--- src/tia_pkg.sv ---
// Shared types, sizes and register map of the TIA video core, imported by every RTL module
package tia_pkg;

  typedef logic [6:0] color_t;  // Luminance and hue
  typedef logic [7:0] xpos_t;   // 0 to 227
  typedef logic [8:0] ypos_t;   // Line number
  typedef logic [5:0] addr_t;
  typedef logic [7:0] data_t;

  localparam int HLINE_CLOCKS  = 228;  // Colour clocks per line
  localparam int VISIBLE_WIDTH = 160;  // First hblank position
  localparam int RESET_OFFSET  = 5;    // Delay added to RESxx
  localparam int PF_WIDTH      = 20;

  // Write addresses
  localparam addr_t VSYNC  = 6'h00;
  localparam addr_t VBLANK = 6'h01;
  localparam addr_t WSYNC  = 6'h02;
  localparam addr_t NUSIZ0 = 6'h04;
  localparam addr_t NUSIZ1 = 6'h05;
  localparam addr_t COLUP0 = 6'h06;
  localparam addr_t COLUP1 = 6'h07;
  localparam addr_t COLUPF = 6'h08;
  localparam addr_t COLUBK = 6'h09;
  localparam addr_t CTRLPF = 6'h0a;
  localparam addr_t REFP0  = 6'h0b;
  localparam addr_t REFP1  = 6'h0c;
  localparam addr_t PF0    = 6'h0d;
  localparam addr_t PF1    = 6'h0e;
  localparam addr_t PF2    = 6'h0f;
  localparam addr_t RESP0  = 6'h10;
  localparam addr_t RESP1  = 6'h11;
  localparam addr_t RESM0  = 6'h12;
  localparam addr_t RESM1  = 6'h13;
  localparam addr_t RESBL  = 6'h14;
  localparam addr_t GRP0   = 6'h1b;
  localparam addr_t GRP1   = 6'h1c;
  localparam addr_t ENAM0  = 6'h1d;
  localparam addr_t ENAM1  = 6'h1e;
  localparam addr_t ENABL  = 6'h1f;
  localparam addr_t HMP0   = 6'h20;
  localparam addr_t HMP1   = 6'h21;
  localparam addr_t HMM0   = 6'h22;
  localparam addr_t HMM1   = 6'h23;
  localparam addr_t HMBL   = 6'h24;
  localparam addr_t HMOVE  = 6'h2a;
  localparam addr_t HMCLR  = 6'h2b;
  localparam addr_t CXCLR  = 6'h2c;

  // Collision latch bit positions, read back in pairs
  localparam int CX_M0P1 = 14;
  localparam int CX_M0P0 = 13;
  localparam int CX_M1P0 = 12;
  localparam int CX_M1P1 = 11;
  localparam int CX_P0PF = 10;
  localparam int CX_P0BL = 9;
  localparam int CX_P1PF = 8;
  localparam int CX_P1BL = 7;
  localparam int CX_M0PF = 6;
  localparam int CX_M0BL = 5;
  localparam int CX_M1PF = 4;
  localparam int CX_M1BL = 3;
  localparam int CX_BLPF = 2;
  localparam int CX_P0P1 = 1;
  localparam int CX_M0M1 = 0;

endpackage

--- src/tia_regs.sv ---
// CPU-side register file of the TIA: write decode, WSYNC stall, HMOVE motion and read-back
module tia_regs import tia_pkg::*; (
  input  logic                clk,
  input  logic                reset,
  input  logic                stb_i,
  input  logic                we_i,
  input  addr_t               adr_i,
  input  data_t               dat_i,
  input  xpos_t               beam_x_i,
  input  logic [14:0]         cx_i,
  output data_t               dat_o,
  output logic                stall_o,
  output logic                vsync_o,
  output logic                vblank_o,
  output logic                vsync_start_o,
  output logic [PF_WIDTH-1:0] pf_o,
  output logic                pf_reflect_o,
  output logic                score_o,
  output logic                pf_priority_o,
  output data_t               grp0_o,
  output data_t               grp1_o,
  output logic [5:0]          p0_w_o,
  output logic [5:0]          p1_w_o,
  output logic [1:0]          p0_copies_o,
  output logic [1:0]          p1_copies_o,
  output logic [6:0]          p0_spacing_o,
  output logic [6:0]          p1_spacing_o,
  output logic [1:0]          p0_scale_o,
  output logic [1:0]          p1_scale_o,
  output logic                refp0_o,
  output logic                refp1_o,
  output xpos_t               x_p0_o,
  output xpos_t               x_p1_o,
  output xpos_t               x_m0_o,
  output xpos_t               x_m1_o,
  output xpos_t               x_bl_o,
  output logic [3:0]          m0_w_o,
  output logic [3:0]          m1_w_o,
  output logic [3:0]          bl_w_o,
  output logic                enam0_o,
  output logic                enam1_o,
  output logic                enabl_o,
  output color_t              colup0_o,
  output color_t              colup1_o,
  output color_t              colupf_o,
  output color_t              colubk_o,
  output logic                cx_clr_o
);

  typedef struct packed {
    logic [5:0] width;
    logic [1:0] copies;
    logic [6:0] spacing;
    logic [1:0] scale;
  } player_size_t;

  // NUSIZ player field to width, copies, spacing and scale
  function automatic player_size_t decode_nusiz(logic [2:0] mode);
    player_size_t s;
    case (mode)
      3'd1:    s = '{6'd8, 2'd1, 7'd16, 2'd0};
      3'd2:    s = '{6'd8, 2'd1, 7'd32, 2'd0};
      3'd3:    s = '{6'd8, 2'd2, 7'd16, 2'd0};
      3'd4:    s = '{6'd8, 2'd1, 7'd64, 2'd0};
      3'd5:    s = '{6'd16, 2'd0, 7'd0, 2'd1};  // Double size
      3'd6:    s = '{6'd8, 2'd2, 7'd32, 2'd0};
      3'd7:    s = '{6'd32, 2'd0, 7'd0, 2'd2};  // Quad size
      default: s = '{6'd8, 2'd0, 7'd0, 2'd0};
    endcase
    return s;
  endfunction

  // Signed motion nibble, sign extended to a position step
  function automatic xpos_t motion(logic [3:0] nib);
    return {{4{nib[3]}}, nib};
  endfunction

  logic       wr;
  logic       rd;
  xpos_t      res_pos;
  logic [4:0] nusiz0_q, nusiz1_q;      // {missile size, player mode}
  logic [1:0] bl_size_q;
  logic [3:0] hmp0_q, hmp1_q, hmm0_q, hmm1_q, hmbl_q;

  assign wr = stb_i && we_i;
  assign rd = stb_i && !we_i;
  assign res_pos = (beam_x_i >= VISIBLE_WIDTH) ? '0 : beam_x_i + xpos_t'(RESET_OFFSET);
  assign vsync_start_o = wr && adr_i == VSYNC && dat_i[1] && !vsync_o;

  assign {p0_w_o, p0_copies_o, p0_spacing_o, p0_scale_o} = decode_nusiz(nusiz0_q[2:0]);
  assign {p1_w_o, p1_copies_o, p1_spacing_o, p1_scale_o} = decode_nusiz(nusiz1_q[2:0]);
  assign m0_w_o = 4'(1 << nusiz0_q[4:3]);
  assign m1_w_o = 4'(1 << nusiz1_q[4:3]);
  assign bl_w_o = 4'(1 << bl_size_q);

  always_ff @(posedge clk) begin
    if (reset) begin
      {vsync_o, vblank_o, stall_o, cx_clr_o} <= '0;
      {pf_o, pf_reflect_o, score_o, pf_priority_o, bl_size_q} <= '0;
      {nusiz0_q, nusiz1_q, refp0_o, refp1_o, grp0_o, grp1_o} <= '0;
      {enam0_o, enam1_o, enabl_o} <= '0;
      {x_p0_o, x_p1_o, x_m0_o, x_m1_o, x_bl_o} <= '0;
      {hmp0_q, hmp1_q, hmm0_q, hmm1_q, hmbl_q} <= '0;
      {colup0_o, colup1_o, colupf_o, colubk_o} <= '0;
      dat_o <= '0;
    end else begin
      cx_clr_o <= wr && adr_i == CXCLR;
      if (beam_x_i == xpos_t'(VISIBLE_WIDTH)) stall_o <= 1'b0;  // Release at hblank
      if (wr) begin
        case (adr_i)
          VSYNC:  vsync_o <= dat_i[1];
          VBLANK: vblank_o <= dat_i[1];
          WSYNC:  stall_o <= 1'b1;
          NUSIZ0: nusiz0_q <= {dat_i[5:4], dat_i[2:0]};
          NUSIZ1: nusiz1_q <= {dat_i[5:4], dat_i[2:0]};
          COLUP0: colup0_o <= dat_i[7:1];
          COLUP1: colup1_o <= dat_i[7:1];
          COLUPF: colupf_o <= dat_i[7:1];
          COLUBK: colubk_o <= dat_i[7:1];
          CTRLPF: begin
            pf_reflect_o  <= dat_i[0];
            score_o       <= dat_i[1];
            pf_priority_o <= dat_i[2];
            bl_size_q     <= dat_i[5:4];
          end
          REFP0:  refp0_o <= dat_i[3];
          REFP1:  refp1_o <= dat_i[3];
          PF0:    pf_o[3:0] <= dat_i[7:4];
          PF1:    pf_o[11:4] <= {<<{dat_i}};  // Drawn MSB first
          PF2:    pf_o[19:12] <= dat_i;
          RESP0:  x_p0_o <= res_pos;
          RESP1:  x_p1_o <= res_pos;
          RESM0:  x_m0_o <= res_pos;
          RESM1:  x_m1_o <= res_pos;
          RESBL:  x_bl_o <= res_pos;
          GRP0:   grp0_o <= dat_i;
          GRP1:   grp1_o <= dat_i;
          ENAM0:  enam0_o <= dat_i[1];
          ENAM1:  enam1_o <= dat_i[1];
          ENABL:  enabl_o <= dat_i[1];
          HMP0:   hmp0_q <= dat_i[7:4];
          HMP1:   hmp1_q <= dat_i[7:4];
          HMM0:   hmm0_q <= dat_i[7:4];
          HMM1:   hmm1_q <= dat_i[7:4];
          HMBL:   hmbl_q <= dat_i[7:4];
          HMOVE: begin  // Positive nibble moves left
            x_p0_o <= x_p0_o - motion(hmp0_q);
            x_p1_o <= x_p1_o - motion(hmp1_q);
            x_m0_o <= x_m0_o - motion(hmm0_q);
            x_m1_o <= x_m1_o - motion(hmm1_q);
            x_bl_o <= x_bl_o - motion(hmbl_q);
          end
          HMCLR:  {hmp0_q, hmp1_q, hmm0_q, hmm1_q, hmbl_q} <= '0;
          default: ;
        endcase
      end
      if (rd) begin
        dat_o <= '0;  // Input ports read as zero
        if (adr_i[5:3] == 3'd0) begin
          case (adr_i[2:0])
            3'd0: dat_o <= {cx_i[14:13], 6'd0};
            3'd1: dat_o <= {cx_i[12:11], 6'd0};
            3'd2: dat_o <= {cx_i[10:9], 6'd0};
            3'd3: dat_o <= {cx_i[8:7], 6'd0};
            3'd4: dat_o <= {cx_i[6:5], 6'd0};
            3'd5: dat_o <= {cx_i[4:3], 6'd0};
            3'd6: dat_o <= {cx_i[2], 7'd0};  // CXBLPF has one bit
            3'd7: dat_o <= {cx_i[1:0], 6'd0};
            default: ;
          endcase
        end
      end
    end
  end

endmodule

--- src/tia_beam.sv ---
// Beam position counters of the TIA, one colour clock per cycle, restarted by VSYNC
module tia_beam import tia_pkg::*; #(
  parameter int LINES_PER_FRAME = 262
) (
  input  logic  clk,
  input  logic  reset,
  input  logic  vsync_start_i,
  output xpos_t beam_x_o,
  output ypos_t beam_y_o
);

  localparam xpos_t LAST_X = xpos_t'(HLINE_CLOCKS - 1);
  localparam ypos_t LAST_Y = ypos_t'(LINES_PER_FRAME - 1);

  always_ff @(posedge clk) begin
    if (reset || vsync_start_i) begin
      beam_x_o <= '0;
      beam_y_o <= '0;
    end else if (beam_y_o < LAST_Y) begin
      if (beam_x_o == LAST_X) begin  // End of line
        beam_x_o <= '0;
        beam_y_o <= beam_y_o + 1'b1;
      end else begin
        beam_x_o <= beam_x_o + 1'b1;
      end
    end else begin
      beam_y_o <= '0;  // Frame wrap, x holds
    end
  end

endmodule

--- src/tia_objects.sv ---
// Object stage of the TIA: computes playfield, player, missile and ball hits for each beam position
module tia_objects import tia_pkg::*; (
  input  logic                clk,
  input  logic                reset,
  input  xpos_t               beam_x_i,
  input  ypos_t               beam_y_i,
  input  logic [PF_WIDTH-1:0] pf_i,
  input  logic                pf_reflect_i,
  input  data_t               grp0_i,
  input  data_t               grp1_i,
  input  logic [5:0]          p0_w_i,
  input  logic [5:0]          p1_w_i,
  input  logic [1:0]          p0_copies_i,
  input  logic [1:0]          p1_copies_i,
  input  logic [6:0]          p0_spacing_i,
  input  logic [6:0]          p1_spacing_i,
  input  logic [1:0]          p0_scale_i,
  input  logic [1:0]          p1_scale_i,
  input  logic                refp0_i,
  input  logic                refp1_i,
  input  xpos_t               x_p0_i,
  input  xpos_t               x_p1_i,
  input  xpos_t               x_m0_i,
  input  xpos_t               x_m1_i,
  input  xpos_t               x_bl_i,
  input  logic [3:0]          m0_w_i,
  input  logic [3:0]          m1_w_i,
  input  logic [3:0]          bl_w_i,
  input  logic                enam0_i,
  input  logic                enam1_i,
  input  logic                enabl_i,
  output logic                pf_o,
  output logic                p0_o,
  output logic                p1_o,
  output logic                m0_o,
  output logic                m1_o,
  output logic                bl_o,
  output xpos_t               pix_x_o,
  output ypos_t               pix_y_o
);

  // Player pixel, checking the main copy and then the spaced copies
  function automatic logic player_hit(xpos_t x, xpos_t pos, data_t grp, logic [5:0] w,
                                      logic [1:0] copies, logic [6:0] spacing,
                                      logic [1:0] scale, logic refl);
    xpos_t      off;
    xpos_t      off1;
    xpos_t      off2;
    logic       hit;
    logic [2:0] idx;
    off  = x - pos;
    off1 = off - xpos_t'(spacing);
    off2 = off - {spacing, 1'b0};
    hit  = off < xpos_t'(w);
    if (!hit && copies != 2'd0 && off1 < xpos_t'(w)) begin
      off = off1;
      hit = 1'b1;
    end else if (!hit && copies == 2'd2 && off2 < xpos_t'(w)) begin
      off = off2;
      hit = 1'b1;
    end
    idx = 3'(off >> scale);
    return hit && (refl ? grp[idx] : grp[3'd7 - idx]);
  endfunction

  // Missile and ball span
  function automatic logic in_span(xpos_t x, xpos_t pos, logic [3:0] w);
    return xpos_t'(x - pos) < xpos_t'(w);
  endfunction

  xpos_t      pf_col;
  logic [4:0] pf_idx;
  logic       pf_hit;

  always_comb begin
    if (beam_x_i < xpos_t'(VISIBLE_WIDTH / 2))
      pf_col = beam_x_i;
    else if (pf_reflect_i)
      pf_col = xpos_t'(VISIBLE_WIDTH - 1) - beam_x_i;  // Mirrored right half
    else
      pf_col = beam_x_i - xpos_t'(VISIBLE_WIDTH / 2);
    pf_idx = pf_col[6:2];
    pf_hit = beam_x_i < xpos_t'(VISIBLE_WIDTH) && pf_idx < 5'(PF_WIDTH) && pf_i[pf_idx];
  end

  always_ff @(posedge clk) begin
    if (reset) begin
      {pf_o, p0_o, p1_o, m0_o, m1_o, bl_o} <= '0;
      pix_x_o <= '0;
      pix_y_o <= '0;
    end else begin
      pf_o <= pf_hit;
      p0_o <= player_hit(beam_x_i, x_p0_i, grp0_i, p0_w_i, p0_copies_i, p0_spacing_i,
                         p0_scale_i, refp0_i);
      p1_o <= player_hit(beam_x_i, x_p1_i, grp1_i, p1_w_i, p1_copies_i, p1_spacing_i,
                         p1_scale_i, refp1_i);
      m0_o <= enam0_i && in_span(beam_x_i, x_m0_i, m0_w_i);
      m1_o <= enam1_i && in_span(beam_x_i, x_m1_i, m1_w_i);
      bl_o <= enabl_i && in_span(beam_x_i, x_bl_i, bl_w_i);
      pix_x_o <= beam_x_i;
      pix_y_o <= beam_y_i;
    end
  end

endmodule

--- src/tia_mixer.sv ---
// Pixel mixer of the TIA: colour priority, video write strobe and the collision latches
module tia_mixer import tia_pkg::*; #(
  parameter int FIRST_VISIBLE_LINE = 22
) (
  input  logic        clk,
  input  logic        reset,
  input  logic        pf_i,
  input  logic        p0_i,
  input  logic        p1_i,
  input  logic        m0_i,
  input  logic        m1_i,
  input  logic        bl_i,
  input  xpos_t       pix_x_i,
  input  ypos_t       pix_y_i,
  input  color_t      colup0_i,
  input  color_t      colup1_i,
  input  color_t      colupf_i,
  input  color_t      colubk_i,
  input  logic        score_i,
  input  logic        pf_priority_i,
  input  logic        cx_clr_i,
  output logic [14:0] cx_o,
  output logic        vid_wr_o,
  output xpos_t       vid_x_o,
  output ypos_t       vid_y_o,
  output color_t      vid_color_o
);

  logic        visible_x;
  color_t      pf_color;
  color_t      color;
  logic [14:0] cx_set;

  assign visible_x = pix_x_i < xpos_t'(VISIBLE_WIDTH);

  // Score mode paints each half with its player's colour
  assign pf_color = !score_i ? colupf_i :
                    (pix_x_i < xpos_t'(VISIBLE_WIDTH / 2)) ? colup0_i : colup1_i;

  always_comb begin
    if (bl_i)                      color = colupf_i;
    else if (m0_i)                 color = colup0_i;
    else if (m1_i)                 color = colup1_i;
    else if (pf_priority_i && pf_i) color = pf_color;
    else if (p0_i)                 color = colup0_i;
    else if (p1_i)                 color = colup1_i;
    else if (pf_i)                 color = pf_color;
    else                           color = colubk_i;
  end

  always_comb begin
    cx_set          = '0;
    cx_set[CX_M0P1] = m0_i && p1_i;
    cx_set[CX_M0P0] = m0_i && p0_i;
    cx_set[CX_M1P0] = m1_i && p0_i;
    cx_set[CX_M1P1] = m1_i && p1_i;
    cx_set[CX_P0PF] = p0_i && pf_i;
    cx_set[CX_P0BL] = p0_i && bl_i;
    cx_set[CX_P1PF] = p1_i && pf_i;
    cx_set[CX_P1BL] = p1_i && bl_i;
    cx_set[CX_M0PF] = m0_i && pf_i;
    cx_set[CX_M0BL] = m0_i && bl_i;
    cx_set[CX_M1PF] = m1_i && pf_i;
    cx_set[CX_M1BL] = m1_i && bl_i;
    cx_set[CX_BLPF] = bl_i && pf_i;
    cx_set[CX_P0P1] = p0_i && p1_i;
    cx_set[CX_M0M1] = m0_i && m1_i;
  end

  always_ff @(posedge clk) begin
    if (reset) begin
      cx_o     <= '0;
      vid_wr_o <= 1'b0;
    end else begin
      if (cx_clr_i) cx_o <= '0;  // Clear wins over set
      else if (visible_x) cx_o <= cx_o | cx_set;
      vid_wr_o <= visible_x && pix_y_i >= ypos_t'(FIRST_VISIBLE_LINE);
    end
  end

  always_ff @(posedge clk) begin
    vid_x_o     <= pix_x_i;
    vid_y_o     <= pix_y_i;
    vid_color_o <= color;
  end

endmodule

--- src/tia_top.sv ---
// Top level of the TIA video core, chaining register file, beam counter, objects and mixer
module tia_top import tia_pkg::*; #(
  parameter int LINES_PER_FRAME    = 262,
  parameter int FIRST_VISIBLE_LINE = 22
) (
  input  logic   clk,
  input  logic   reset,
  input  logic   stb_i,
  input  logic   we_i,
  input  addr_t  adr_i,
  input  data_t  dat_i,
  output data_t  dat_o,
  output logic   stall_o,
  output logic   vid_vsync_o,
  output logic   vid_vblank_o,
  output logic   vid_wr_o,
  output xpos_t  vid_x_o,
  output ypos_t  vid_y_o,
  output color_t vid_color_o
);

  logic                vsync_start, cx_clr, score, pf_priority, pf_reflect;
  xpos_t               beam_x, pix_x;
  ypos_t               beam_y, pix_y;
  logic [14:0]         cx;
  logic [PF_WIDTH-1:0] pf;
  data_t               grp0, grp1;
  logic [5:0]          p0_w, p1_w;
  logic [1:0]          p0_copies, p1_copies, p0_scale, p1_scale;
  logic [6:0]          p0_spacing, p1_spacing;
  logic                refp0, refp1, enam0, enam1, enabl;
  xpos_t               x_p0, x_p1, x_m0, x_m1, x_bl;
  logic [3:0]          m0_w, m1_w, bl_w;
  color_t              colup0, colup1, colupf, colubk;
  logic                pf_hit, p0_hit, p1_hit, m0_hit, m1_hit, bl_hit;

  tia_regs u_regs (
    .clk, .reset, .stb_i, .we_i, .adr_i, .dat_i, .beam_x_i(beam_x), .cx_i(cx),
    .dat_o, .stall_o, .vsync_o(vid_vsync_o), .vblank_o(vid_vblank_o),
    .vsync_start_o(vsync_start), .pf_o(pf), .pf_reflect_o(pf_reflect), .score_o(score),
    .pf_priority_o(pf_priority), .grp0_o(grp0), .grp1_o(grp1), .p0_w_o(p0_w), .p1_w_o(p1_w),
    .p0_copies_o(p0_copies), .p1_copies_o(p1_copies), .p0_spacing_o(p0_spacing),
    .p1_spacing_o(p1_spacing), .p0_scale_o(p0_scale), .p1_scale_o(p1_scale),
    .refp0_o(refp0), .refp1_o(refp1), .x_p0_o(x_p0), .x_p1_o(x_p1), .x_m0_o(x_m0),
    .x_m1_o(x_m1), .x_bl_o(x_bl), .m0_w_o(m0_w), .m1_w_o(m1_w), .bl_w_o(bl_w),
    .enam0_o(enam0), .enam1_o(enam1), .enabl_o(enabl), .colup0_o(colup0),
    .colup1_o(colup1), .colupf_o(colupf), .colubk_o(colubk), .cx_clr_o(cx_clr)
  );

  tia_beam #(.LINES_PER_FRAME(LINES_PER_FRAME)) u_beam (
    .clk, .reset, .vsync_start_i(vsync_start), .beam_x_o(beam_x), .beam_y_o(beam_y)
  );

  tia_objects u_objects (
    .clk, .reset, .beam_x_i(beam_x), .beam_y_i(beam_y), .pf_i(pf), .pf_reflect_i(pf_reflect),
    .grp0_i(grp0), .grp1_i(grp1), .p0_w_i(p0_w), .p1_w_i(p1_w), .p0_copies_i(p0_copies),
    .p1_copies_i(p1_copies), .p0_spacing_i(p0_spacing), .p1_spacing_i(p1_spacing),
    .p0_scale_i(p0_scale), .p1_scale_i(p1_scale), .refp0_i(refp0), .refp1_i(refp1),
    .x_p0_i(x_p0), .x_p1_i(x_p1), .x_m0_i(x_m0), .x_m1_i(x_m1), .x_bl_i(x_bl),
    .m0_w_i(m0_w), .m1_w_i(m1_w), .bl_w_i(bl_w), .enam0_i(enam0), .enam1_i(enam1),
    .enabl_i(enabl), .pf_o(pf_hit), .p0_o(p0_hit), .p1_o(p1_hit), .m0_o(m0_hit),
    .m1_o(m1_hit), .bl_o(bl_hit), .pix_x_o(pix_x), .pix_y_o(pix_y)
  );

  tia_mixer #(.FIRST_VISIBLE_LINE(FIRST_VISIBLE_LINE)) u_mixer (
    .clk, .reset, .pf_i(pf_hit), .p0_i(p0_hit), .p1_i(p1_hit), .m0_i(m0_hit), .m1_i(m1_hit),
    .bl_i(bl_hit), .pix_x_i(pix_x), .pix_y_i(pix_y), .colup0_i(colup0), .colup1_i(colup1),
    .colupf_i(colupf), .colubk_i(colubk), .score_i(score), .pf_priority_i(pf_priority),
    .cx_clr_i(cx_clr), .cx_o(cx), .vid_wr_o, .vid_x_o, .vid_y_o, .vid_color_o
  );

endmodule

--- config.mk ---
export PLATFORM = sky130hd
export DESIGN_NAME = tia_top
export DESIGN_NICKNAME = d
export VERILOG_FILES = /design/src/tia_pkg.sv /design/src/tia_regs.sv /design/src/tia_beam.sv /design/src/tia_objects.sv /design/src/tia_mixer.sv /design/src/tia_top.sv
export SDC_FILE = /design/constraint.sdc
export NUM_CORES = 1
export LEC_CHECK = 0
export ABC_AREA = 0
export BUFFER_PORTS_ARGS = -buffer_cell sky130_fd_sc_hd__buf_4
export CAP_MARGIN = 20
export CORE_UTILIZATION = 25
export DETAILED_ROUTE_END_ITERATION = 7
export GPL_TIMING_DRIVEN = 0
export PLACE_DENSITY_LB_ADDON = 0.1
export SYNTH_ARGS = -nofsm -noshare
export SYNTH_HDL_FRONTEND = slang
export SYNTH_HIERARCHICAL = 1
export SYNTH_SLANG_ARGS = --single-unit
export TNS_END_PERCENT = 50
--- constraint.sdc ---
create_clock -name clk -period 6.8 [get_ports clk]
set_input_delay 1.02 -clock clk [delete_from_list [all_inputs] [get_ports clk]]
set_output_delay 1.02 -clock clk [all_outputs]
set_load 0.05 [all_outputs]
; ---- Word-level counts from Yosys, hierarchy flattened
; Cells that the tools add are included.
[totals]
mem_count = 0
romBits = 0
latch_bits = 0
mem_bits_rw = 0
elab_cells = 300
ff_bits = 236
input_bits = 18
[op_classes]
reduce_logical = 89
magnitude_cmp = 22
shifts = 5
bitwise = 2
multipliers = 0
div_mod_pow = 0
n_mux = 54
n_addsub = 21
eq_ne = 57
[ops]
columns = cell, n
row1 = one-hot mux 17 bit (7 select lines), 2
row2 = subtractor 8 bit, 12
row3 = one-hot mux 8 bit (2 select lines), 5
row4 = two-way mux 7 bit, 11
row5 = two-way mux 8 bit, 9
row6 = one-hot mux 8 bit (8 select lines), 1
row7 = == test 6 x 5 -> 1 bit (second input constant), 10
row8 = AND reduction 2 bit, 29
row9 = == test 6 x 4 -> 1 bit (second input constant), 8
row10 = == test 6 bit (second input constant), 8
row11 = less-than comparator 8 x 6 -> 1 bit, 6
row12 = one-hot mux 4 bit (2 select lines), 5
row13 = logical AND 1 bit, 38
row14 = == test 3 bit (second input constant), 12
row15 = == test 6 x 3 -> 1 bit (second input constant), 4
row16 = less-than comparator 8 x 4 -> 1 bit, 3
row17 = nonzero test 2 bit, 12
row18 = == test 3 x 2 -> 1 bit (second input constant), 6
row19 = == test 8 bit (second input constant), 2
row20 = less-than comparator 3 x 4 -> 1 bit (second input constant), 4
row21 = less-than comparator 8 x 7 -> 1 bit (second input constant), 2
row22 = less-than comparator 8 bit (second input constant), 2
row23 = two-way mux 1 bit, 16
row24 = right shift 8 x 2 -> 3 bit, 2
row25 = 26 further kinds, 41

; ---- Depth between registers and ports, before layout
; Gate-level depths: netlist (run 1).
[depth]
depth_word = 15
depth_mapped = 27
mapped_depth_nobuf = 25

; ---- Hierarchy
; The synthesis (run 1) kept the hierarchy.
[modules_own_cells]
columns = mod, area_each_um2, n_inst, seq_area_each_um2, cells_per_inst
row1 = tia_regs, 8092.8, 1, 3002.9, 964
row2 = tia_objects, 5733.0, 1, 460.4, 734
row3 = tia_mixer, 1684.1, 1, 800.8, 183
row4 = tia_beam, 845.8, 1, 340.3, 101

; ---- Worst setup path before layout (run 1)
; Ideal clock, no wire load.
[synth_path]
path_kind = register to register
start = register u_beam.beam_x_o[1]
end = register u_objects.p1_o
arrival_time_ns = 5.691
slack_ns = 0.994
path_stages_with_launch = 26
required_ns = 6.684
synth_period_minus_slack_ns = 5.806
n_path_buf = 2
cell_sequence = dfxtp_1 > ha_1 > nor2b_1 > o31a_1 > o21a_1 > nor2_1 > xnor2_1 > ha_1 > o21ai_0 > a21o_1 > a21boi_0 > ha_1 > or3b_1 > a221o_1 > a2111oi_2 > and2_1 > buf_4 > o32a_1 > o211ai_1 > mux4_2 > buf_6 > nand2_2 > o21ai_2 > mux4_2 > a22o_1 > a31o_1
[synth_between]
elab_chain_cells = 14
elab_cells_between_ends = 25
[synth_lines]
columns = item, line
row1 = from (decl), tia_beam.sv:8  ; output xpos_t beam_x_o,
row2 = from (signal assigned), tia_beam.sv:24  ; beam_x_o <= beam_x_o + 1'b1;
row3 = subtractor 8 bit (*), tia_objects.sv:51  ; off = x - pos;
row4 = branches (longest 12 deep; another with subtractor 8 bit), --
row5 = logical AND 1 bit (*), tia_objects.sv:63  ; return hit && (refl ? grp[idx] : grp[3'd7 - idx]);
row6 = to (signal assigned), tia_objects.sv:95  ; p1_o <= player_hit(beam_x_i, x_p1_i, grp1_i, p1_w_i, p1_copies_i, p1_spacing_i,
row7 = to (decl), tia_objects.sv:34  ; output logic p1_o,
; Mark *: on every way between the ends. The select of a mux whose other input is x is not followed.
; A chain may end at the register's enable or synchronous reset.

; ---- Worst setup path after layout (run 1)
; Same ends and word-level chain as after synthesis.

==> out/metrics.csv, run 1 <==
stage,metric,value,unit
drt,vias per cell,4.935,
setup_path,Worst R2R Start,u_beam/beam_x_o[1],
setup_path,Reg2Reg Capture Point,u_objects/p1_o,
power,Static Leak,0.007326,µW
sta,slew at the pin with the worst max-slew slack,1.120,ns
setup_path,CP max FO,11,
power,VDD IR max,145.4,µV
sta,max-slew violation count,0,
synthesis,most common flop cell mapped by yosys,dfxtp_1,
sta,fin crit period,6.421,ns
global_routing,first-pass GRT wire length,87480,µm
clock_network,CTS tree,done,
power,power share of the combinational group,21.2,%
drt,antenna-violating nets left,0,
worst_hold_path,WHS Path Cells,0,
setup_path,Slowest Stage Delay on Critical Path,0.51,ns
place,global placement routability congestion,0.8532,
drt,drt pass-1 iters,5,
drt,Residual DRC,0,
setup_path,Critical-path top delay cell,dfxtp_2,
sta,final setup violation count,0,
drt,WL final,57920,µm
global_routing,"Remaining Overflow, GRT",0,
clock_network,CTS Buf Count,29,
floorplanning,die width,257.8,µm
global_routing,Tot GR Track Use,17.10,%
power,Clock Power Share,42.0,%
drt,Initial DRC Count,801,
setup_path,Critical Path RT,7.27,ns
setup_path,CP endpoint kind,flip-flop,
synthesis,Synth area leader,dfxtp_1,
floorplanning,DIE HEIGHT,257.8,µm
synthesis,post-synth top area share,28.15,%
run_status,status,finished clean,
cells_and_area,share of cells above drive strength 1,9.877,%
synthesis,syn avg cell area,8.252,µm²
drt,DR WL/cell,19.55,µm
synthesis,largest cells by area after synthesis,"dfxtp_1 (28%), ha_1 (11%), mux2i_1 (7.2%)",
cells_and_area,nets,2257,
synthesis,synth warn,6,
power,Pint,2590,µW
setup_path,worst reg2reg path depth,26,
sta,Rel. slew slack,24.55,%
global_routing,initial antenna violation count,3,
drt,vias,14623,
setup_path,CP startpoint kind,flip-flop,
setup_path,R2R Setup Slk,0.38,ns
power,switching part of the total,30.61,%
synthesis,post-synthesis sequential area ratio,28.15,%
synthesis,Post-synth ARST share,0,%
clock_network,H-tree depth,1,
cells_and_area,most common library cell in the layout ignoring fill and taps,nor2_1,
cells_and_area,most frequent cells in the layout,"nor2_1 (231), dfxtp_1 (225), ha_1 (140)",
setup_path,WP data arrival,6.89,ns
clock_network,Max clock buf depth,3,
floorplanning,Rows,93,
global_routing,largest net degree at the start of global routing,20,
sta,Fmax achieved,0.1557,GHz
worst_hold_path,Hold WC Path Type,reg -> reg,
clock_network,worst-skew pair later-pin latency,0.58,ns
setup_path,worst path buffer plus inverter count,3,
floorplanning,initial core utilization,25.33,%
synthesis,Post-synth EDFFs,0,
floorplanning,Total Die Area,0.06645,mm²
run,max-cap check violation count,0,
setup_path,"most used cell, CP",ha_1,
cells_and_area,"Core Util, Final",29.45,%
synthesis,Post-Synthesis Cells,1982,
clock_network,clock-pin slew on the worst setup and hold paths,0.06,ns
floorplanning,IO Pins,54,
clock_network,CTS root buf,clkbuf_16,
place,hpwl dp,43680,µm
worst_hold_path,hold_sp,u_objects/pix_x_o[0],
place,port buffer count,42,
power,Power Density,196.2,mW/mm²
synthesis,synthesized cell area,0.01636,mm²
cells_and_area,synth-to-layout area growth,16.30,%
setup_path,Top delay family on crit path,compound AO/OA/AOI/OAI gates,
synthesis,"flops & latches, synth",230,
sta,Fin Clk Skew,0.01993,ns
floorplanning,core area,0.06458,mm²
synthesis,Cell variety after synth,102,
sta,RSZ-0062 raised after global routing,false,
clock_network,CTS sink count,230,
global_routing,vias in the first global route,14257,
power,Sw Pwr,1143,µW
power,Flop pwr share,36.7,%
power,overall power,3733,µW
worst_hold_path,worst hold path endpoint,u_mixer/vid_x_o[0],
setup_path,critical path type,reg -> reg,
sta,final period utilization,94.43,%
sta,count of final hold-check violations,0,
synth_stat cells, drive strengths merged, types with 33 or more instances:
cell / n
dfxtp: 230
nand3: 40
a21oi: 136
nor2b: 64
buf: 45
mux2i: 117
ha: 140
nand2: 120
o21ai: 108
a211oi: 33
xnor2: 53
nor2: 234
inv: 141
nor3: 46
clkbuf: 52
kinds of logic (layout without fill, tap and decap cells):
kind of cell | after synthesis | after routing | synth area share (%)
AOI/OAI and AO/OA | 483 | 483 | 19.55
xor gates and xnor gates | 81 | 81 | 4.338
adders and majority gates | 154 | 154 | 12.42
buffers and inverters | 240 | 345 | 6.541
DFF | 230 | 230 | 28.15
muxes | 132 | 132 | 8.904
other | 1 | 22 | 0.02293
and+or+nand+nor | 661 | 661 | 20.07
how the worst max path moves through the flow:
stage | cells after the start | slack (ns) | end | startpoint
4_1_cts | 27 | 0.03 | u_objects/p1_o | u_beam/beam_x_o[0]
3_3_place_gp | 25 | -0.38 | u_objects/p1_o | u_beam/beam_x_o[1]
2_1_floorplan | 25 | 0.99 | u_objects/p1_o | u_beam/beam_x_o[1]
5_1_grt | 23 | 0.007 | u_objects/p0_o | u_beam/beam_x_o[0]
3_5_place_dp | 27 | -0.24 | u_objects/p1_o | u_beam/beam_x_o[0]
6_report | 26 | 0.38 | u_objects/p1_o | u_beam/beam_x_o[1]
sequential cells by signal, summed over array words and instances (netlist names), 9 cells and up:
register,cells
u_objects/pix_y_o,9
u_beam/beam_y_o,9
u_regs/pf_o,20
u_mixer/vid_y_o,9
u_mixer/cx_o,15
power by group through the flow:
stage / registers [µW] / logic [µW] / clock network (µW)
2_1_floorplan: 1410 / 531 / 0
3_3_place_gp: 1410 / 763 / 0
3_5_place_dp: 1400 / 774 / 0
4_1_cts: 1370 / 781 / 1630
5_1_grt: 1370 / 879 / 1680
6_report: 1370 / 793 / 1570
layout make-up:
class / count / area (µm²)
multi-input combinational: 1531 / 10820
fill: 6912 / 45560
clock inverter: 12 / 141.4
tap: 855 / 1070
sequential: 230 / 4611
clock buffer: 40 / 827.0
buffer: 97 / 519.2
timing repair buffer: 53 / 470.5
inverter: 143 / 554.3
antenna: 2 / 5.005
repair_timing:
action | 4_1_cts | 5_1_grt
resized for setup | 2 | 15
buffers inserted | 1 | 2
setup endpoints to repair | 2 | 2
pin swaps | 0 | 2
hold buffers | 0 | 0
metrics by stage:
stage | setup TNS [ns] | cells | hold slack, ns | instance area (µm²) | setup WS [ns]
6_report | 0 | 2963 | 0.3259 | 19020 | 0.3788
5_1_grt | 0 | 2962 | 0.3323 | 19020 | 0.006919
4_1_cts | 0 | 2959 | 0.3278 | 18930 | 0.02813
3_5_place_dp | -0.2555 | 2906 | 0.3136 | 17950 | -0.2417
3_3_place_gp | -0.6222 | 2898 | 0.3121 | 17810 | -0.3762
2_1_floorplan | 0 | 2001 | 0.3096 | 16430 | 0.9938
layer usage:
metal  global-route usage [%]  part of all wire (%)
met4                    6.065                   3.1
met2                    27.68                    45
met5                        0                     0
met3                    2.022                   3.9
met1                    23.31                    48
(Power assumes the default switching activity.)
==> run 2, diff against run 1 <==
--- a/config.mk
+++ b/config.mk
@@ -6,7 +6,7 @@
 export NUM_CORES = 1
 export LEC_CHECK = 0
 export ABC_AREA = 0
-export BUFFER_PORTS_ARGS = -buffer_cell sky130_fd_sc_hd__buf_4
+export BUFFER_PORTS_ARGS = -buffer_cell sky130_fd_sc_hd__buf_2
 export CAP_MARGIN = 20
 export CORE_UTILIZATION = 25
 export DETAILED_ROUTE_END_ITERATION = 7
@@ -14,6 +14,5 @@
 export PLACE_DENSITY_LB_ADDON = 0.1
 export SYNTH_ARGS = -nofsm -noshare
 export SYNTH_HDL_FRONTEND = slang
-export SYNTH_HIERARCHICAL = 1
 export SYNTH_SLANG_ARGS = --single-unit
 export TNS_END_PERCENT = 50
==> run 2 against run 1 <==
Compared with the run above: first-iteration DRC count shrank 33%; cell count is 18% lower; fmax up 60%.
==> out/metrics.csv, run 2 <==
stage,metric,value,unit,change
run_status,status,finished clean,,
setup_path,Critical Path RT,7.27,ns,about the same
place,hpwl dp,35320,µm,-19%
setup_path,CP max FO,15,,+4
global_routing,initial antenna violation count,0,,-3
run,max-cap check violation count,0,,unchanged
floorplanning,Rows,85,,-8.6%
sta,Rel. slew slack,24.85,%,+0.30 points
sta,Fin Hold WS,0.3256,ns,-0.0002130 ns
drt,Initial DRC Count,539,,-33%
synthesis,syn avg cell area,8.513,µm²,+3.2%
cells_and_area,Non-Filler Instances,2418,,-18%
cells_and_area,share of cells above drive strength 1,8.711,%,-1.2 points
synthesis,post-synthesis sequential area ratio,33.37,%,+5.2 points
drt,WL final,47700,µm,-18%
synthesis,Post-Synthesis Cells,1621,,-18%
synthesis,post-synth top area share,33.37,%,+5.2 points
drt,top sig layer,met4,,
power,Static Leak,0.006305,µW,-14%
synthesis,top cell types by occurrence after synthesis,"dfxtp_1 (230), nor2_1 (216), a21oi_1 (115)",,
sta,Fin Clk Skew,0.01129,ns,-0.008636 ns
sta,count of final hold-check violations,0,,unchanged
floorplanning,Total Die Area,0.05614,mm²,-16%
drt,Residual DRC,0,,unchanged
synthesis,Post-synth EDFFs,0,,unchanged
power,VDD IR max,183.9,µV,+26%
global_routing,first-pass GRT wire length,71950,µm,-18%
global_routing,largest net degree at the start of global routing,16,,-20%
clock_network,H-tree depth,1,,unchanged
clock_network,CTS sink count,230,,unchanged
drt,wire length on met3,2032,µm,-9.2%
clock_network,clock-pin slew on the worst setup and hold paths,0.06,ns,about the same
cells_and_area,# diodes,0,,-2
setup_path,CP endpoint kind,flip-flop,,
global_routing,Tot GR Track Use,17.03,%,-0.067 points
place,port buffer count,42,,unchanged
clock_network,Max clock buf depth,3,,unchanged
cells_and_area,nets,1836,,-19%
synthesis,largest cells by area after synthesis,"dfxtp_1 (33%), ha_1 (9.4%), mux2i_1 (8.1%)",,
power,overall power,3380,µW,-9.5%
synthesis,synthesized cell area,0.01380,mm²,-16%
setup_path,CP startpoint kind,flip-flop,,
cells_and_area,Regs by FF count,"u_regs.pf_o: 20 flops, u_mixer.cx_o: 15 flops",,
drt,drt pass-1 iters,5,,unchanged
synthesis,"flops & latches, synth",230,,unchanged
clock_network,worst-skew pair later-pin latency,0.58,ns,about the same
place,global placement routability congestion,0.8174,,-4.2%
cells_and_area,max reg flops,20,,unchanged
clock_network,CTS Hold Buffers Added,0,,unchanged
synthesis,Post-synth ARST share,0,%,unchanged
floorplanning,DIE HEIGHT,236.9,µm,-8.1%
cells_and_area,most frequent cells in the layout,"dfxtp_1 (230), nor2_1 (216), a21oi_1 (115)",,
sta,Fmax achieved,0.2498,GHz,+60%
drt,DR WL/cell,19.73,µm,+0.91%
sta,fin crit period,4.004,ns,-2.418 ns
clock_network,Post-CTS Setup Bufs,0,,-1
floorplanning,core area,0.05413,mm²,-16%
synthesis,Synth area leader,dfxtp_1,,
sta,TNS Setup,0,ns,unchanged
setup_path,WP data arrival,4.47,ns,-2.42 ns
cells_and_area,Reg with most FFs,u_regs.pf_o,,
drt,wire length on met1,22730,µm,-18%
clock_network,CTS Buf Count,30,,+3.4%
worst_hold_path,Hold WC Path Type,reg -> reg,,
drt,vias per cell,4.799,,-2.8%
setup_path,critical path type,reg -> reg,,
floorplanning,IO Pins,54,,unchanged
synthesis,most common flop cell mapped by yosys,dfxtp_1,,
cells_and_area,synth-to-layout area growth,15.62,%,
synthesis,top-count cell post-synth,dfxtp_1,,
place,dpl ws,2.745,ns,+2.986 ns
sta,final setup violation count,0,,unchanged
global_routing,"Remaining Overflow, GRT",0,,unchanged
power,Power Density,211.8,mW/mm²,+7.9%
sta,max-slew violation count,0,,unchanged
floorplanning,die width,236.9,µm,-8.1%
cells_and_area,most common library cell in the layout ignoring fill and taps,dfxtp_1,,
synthesis,Cell variety after synth,81,,-21%
sta,Setup WS post-layout,2.796,ns,+2.418 ns
synthesis,synth warn,0,,-6
clock_network,CTS tree,done,,
drt,antenna-violating nets left,0,,unchanged
clock_network,CTS root buf,clkbuf_16,,
sta,slew at the pin with the worst max-slew slack,1.121,ns,+0.001299 ns
place,placed cell count,2366,,-19%
floorplanning,initial core utilization,25.49,%,+0.17 points
clock_network,post-cts resize count,0,,-2
drt,vias,11604,,-21%
drt,met2 wire length,21270,µm,-19%
global_routing,vias in the first global route,11324,,-21%
sta,final period utilization,58.88,%,-36 points
sta,RSZ-0062 raised after global routing,false,,
[run 2: path summary, 6_finish.rpt]
path                             start            endpoint  slack (ns)  depth (start not counted)
setup / recovery    u_beam.beam_x_o[1]      u_objects.p0_o        2.80                         14
hold / removal    u_objects.pix_y_o[0]  u_mixer.vid_y_o[0]        0.33                          0
setup reg to reg    u_beam.beam_x_o[1]      u_objects.p0_o        2.80                         14
hold reg to reg   u_objects.pix_y_o[0]  u_mixer.vid_y_o[0]        0.33                          0
[run 2: cells by family after synthesis]
| group | after synthesis | synth area share (%) |
|---|---|---|
| DFF | 230 | 33.37 |
| xor gates and xnor gates | 83 | 5.513 |
| adders and majority gates | 117 | 11.24 |
| buffers and inverters | 198 | 5.993 |
| AOI/OAI and AO/OA | 347 | 16.18 |
| other | 1 | 0.02717 |
| and+or+nand+nor | 523 | 18.12 |
| muxes | 122 | 9.566 |
[run 2: through the flow]
step,util [%],area (µm²)
global route,29.47,15960
floorplan,-,13820
finish,29.47,15960
global placement,27.52,14900
detailed placement,27.57,14920
CTS,29.47,15960
[run 2: layout make-up]
class | count | area (µm²)
buffer | 91 | 425.4
multi-input combinational | 1198 | 8387
clock buffer | 44 | 914.6
fill | 5777 | 38180
tap | 696 | 870.8
timing repair buffer | 44 | 232.7
sequential | 230 | 4604
clock inverter | 8 | 118.9
inverter | 107 | 401.6
[run 2: power breakdown]
group          internal, µW  switching [µW]  leakage, µW  total (µW)
Sequential             1350            11.0      0.00185        1370
Combinational           126             224      0.00394         350
Clock                  1030             631     0.000514        1660
Total                  2510             866      0.00630        3380
[run 2: per-layer routing]
metal	vias to the layer above	GRT usage, %
met4	0	6.356
met5	-	0
li1	5806	-
met2	212	27.55
met1	5509	22.70
met3	77	2.705
[run 2: critical path, stage by stage, from the launching register on]
cell,delay [ns]
dfxtp_1,0.99
ha_1,0.37
nor2b_1,0.14
o21ai_1,0.23
a21oi_1,0.14
nor2_1,0.13
xnor2_1,0.24
inv_1,0.15
ha_1,0.22
inv_1,0.05
ha_1,0.22
or4_1,0.49
a21oi_1,0.13
a31oi_1,0.11
a221oi_1,0.29
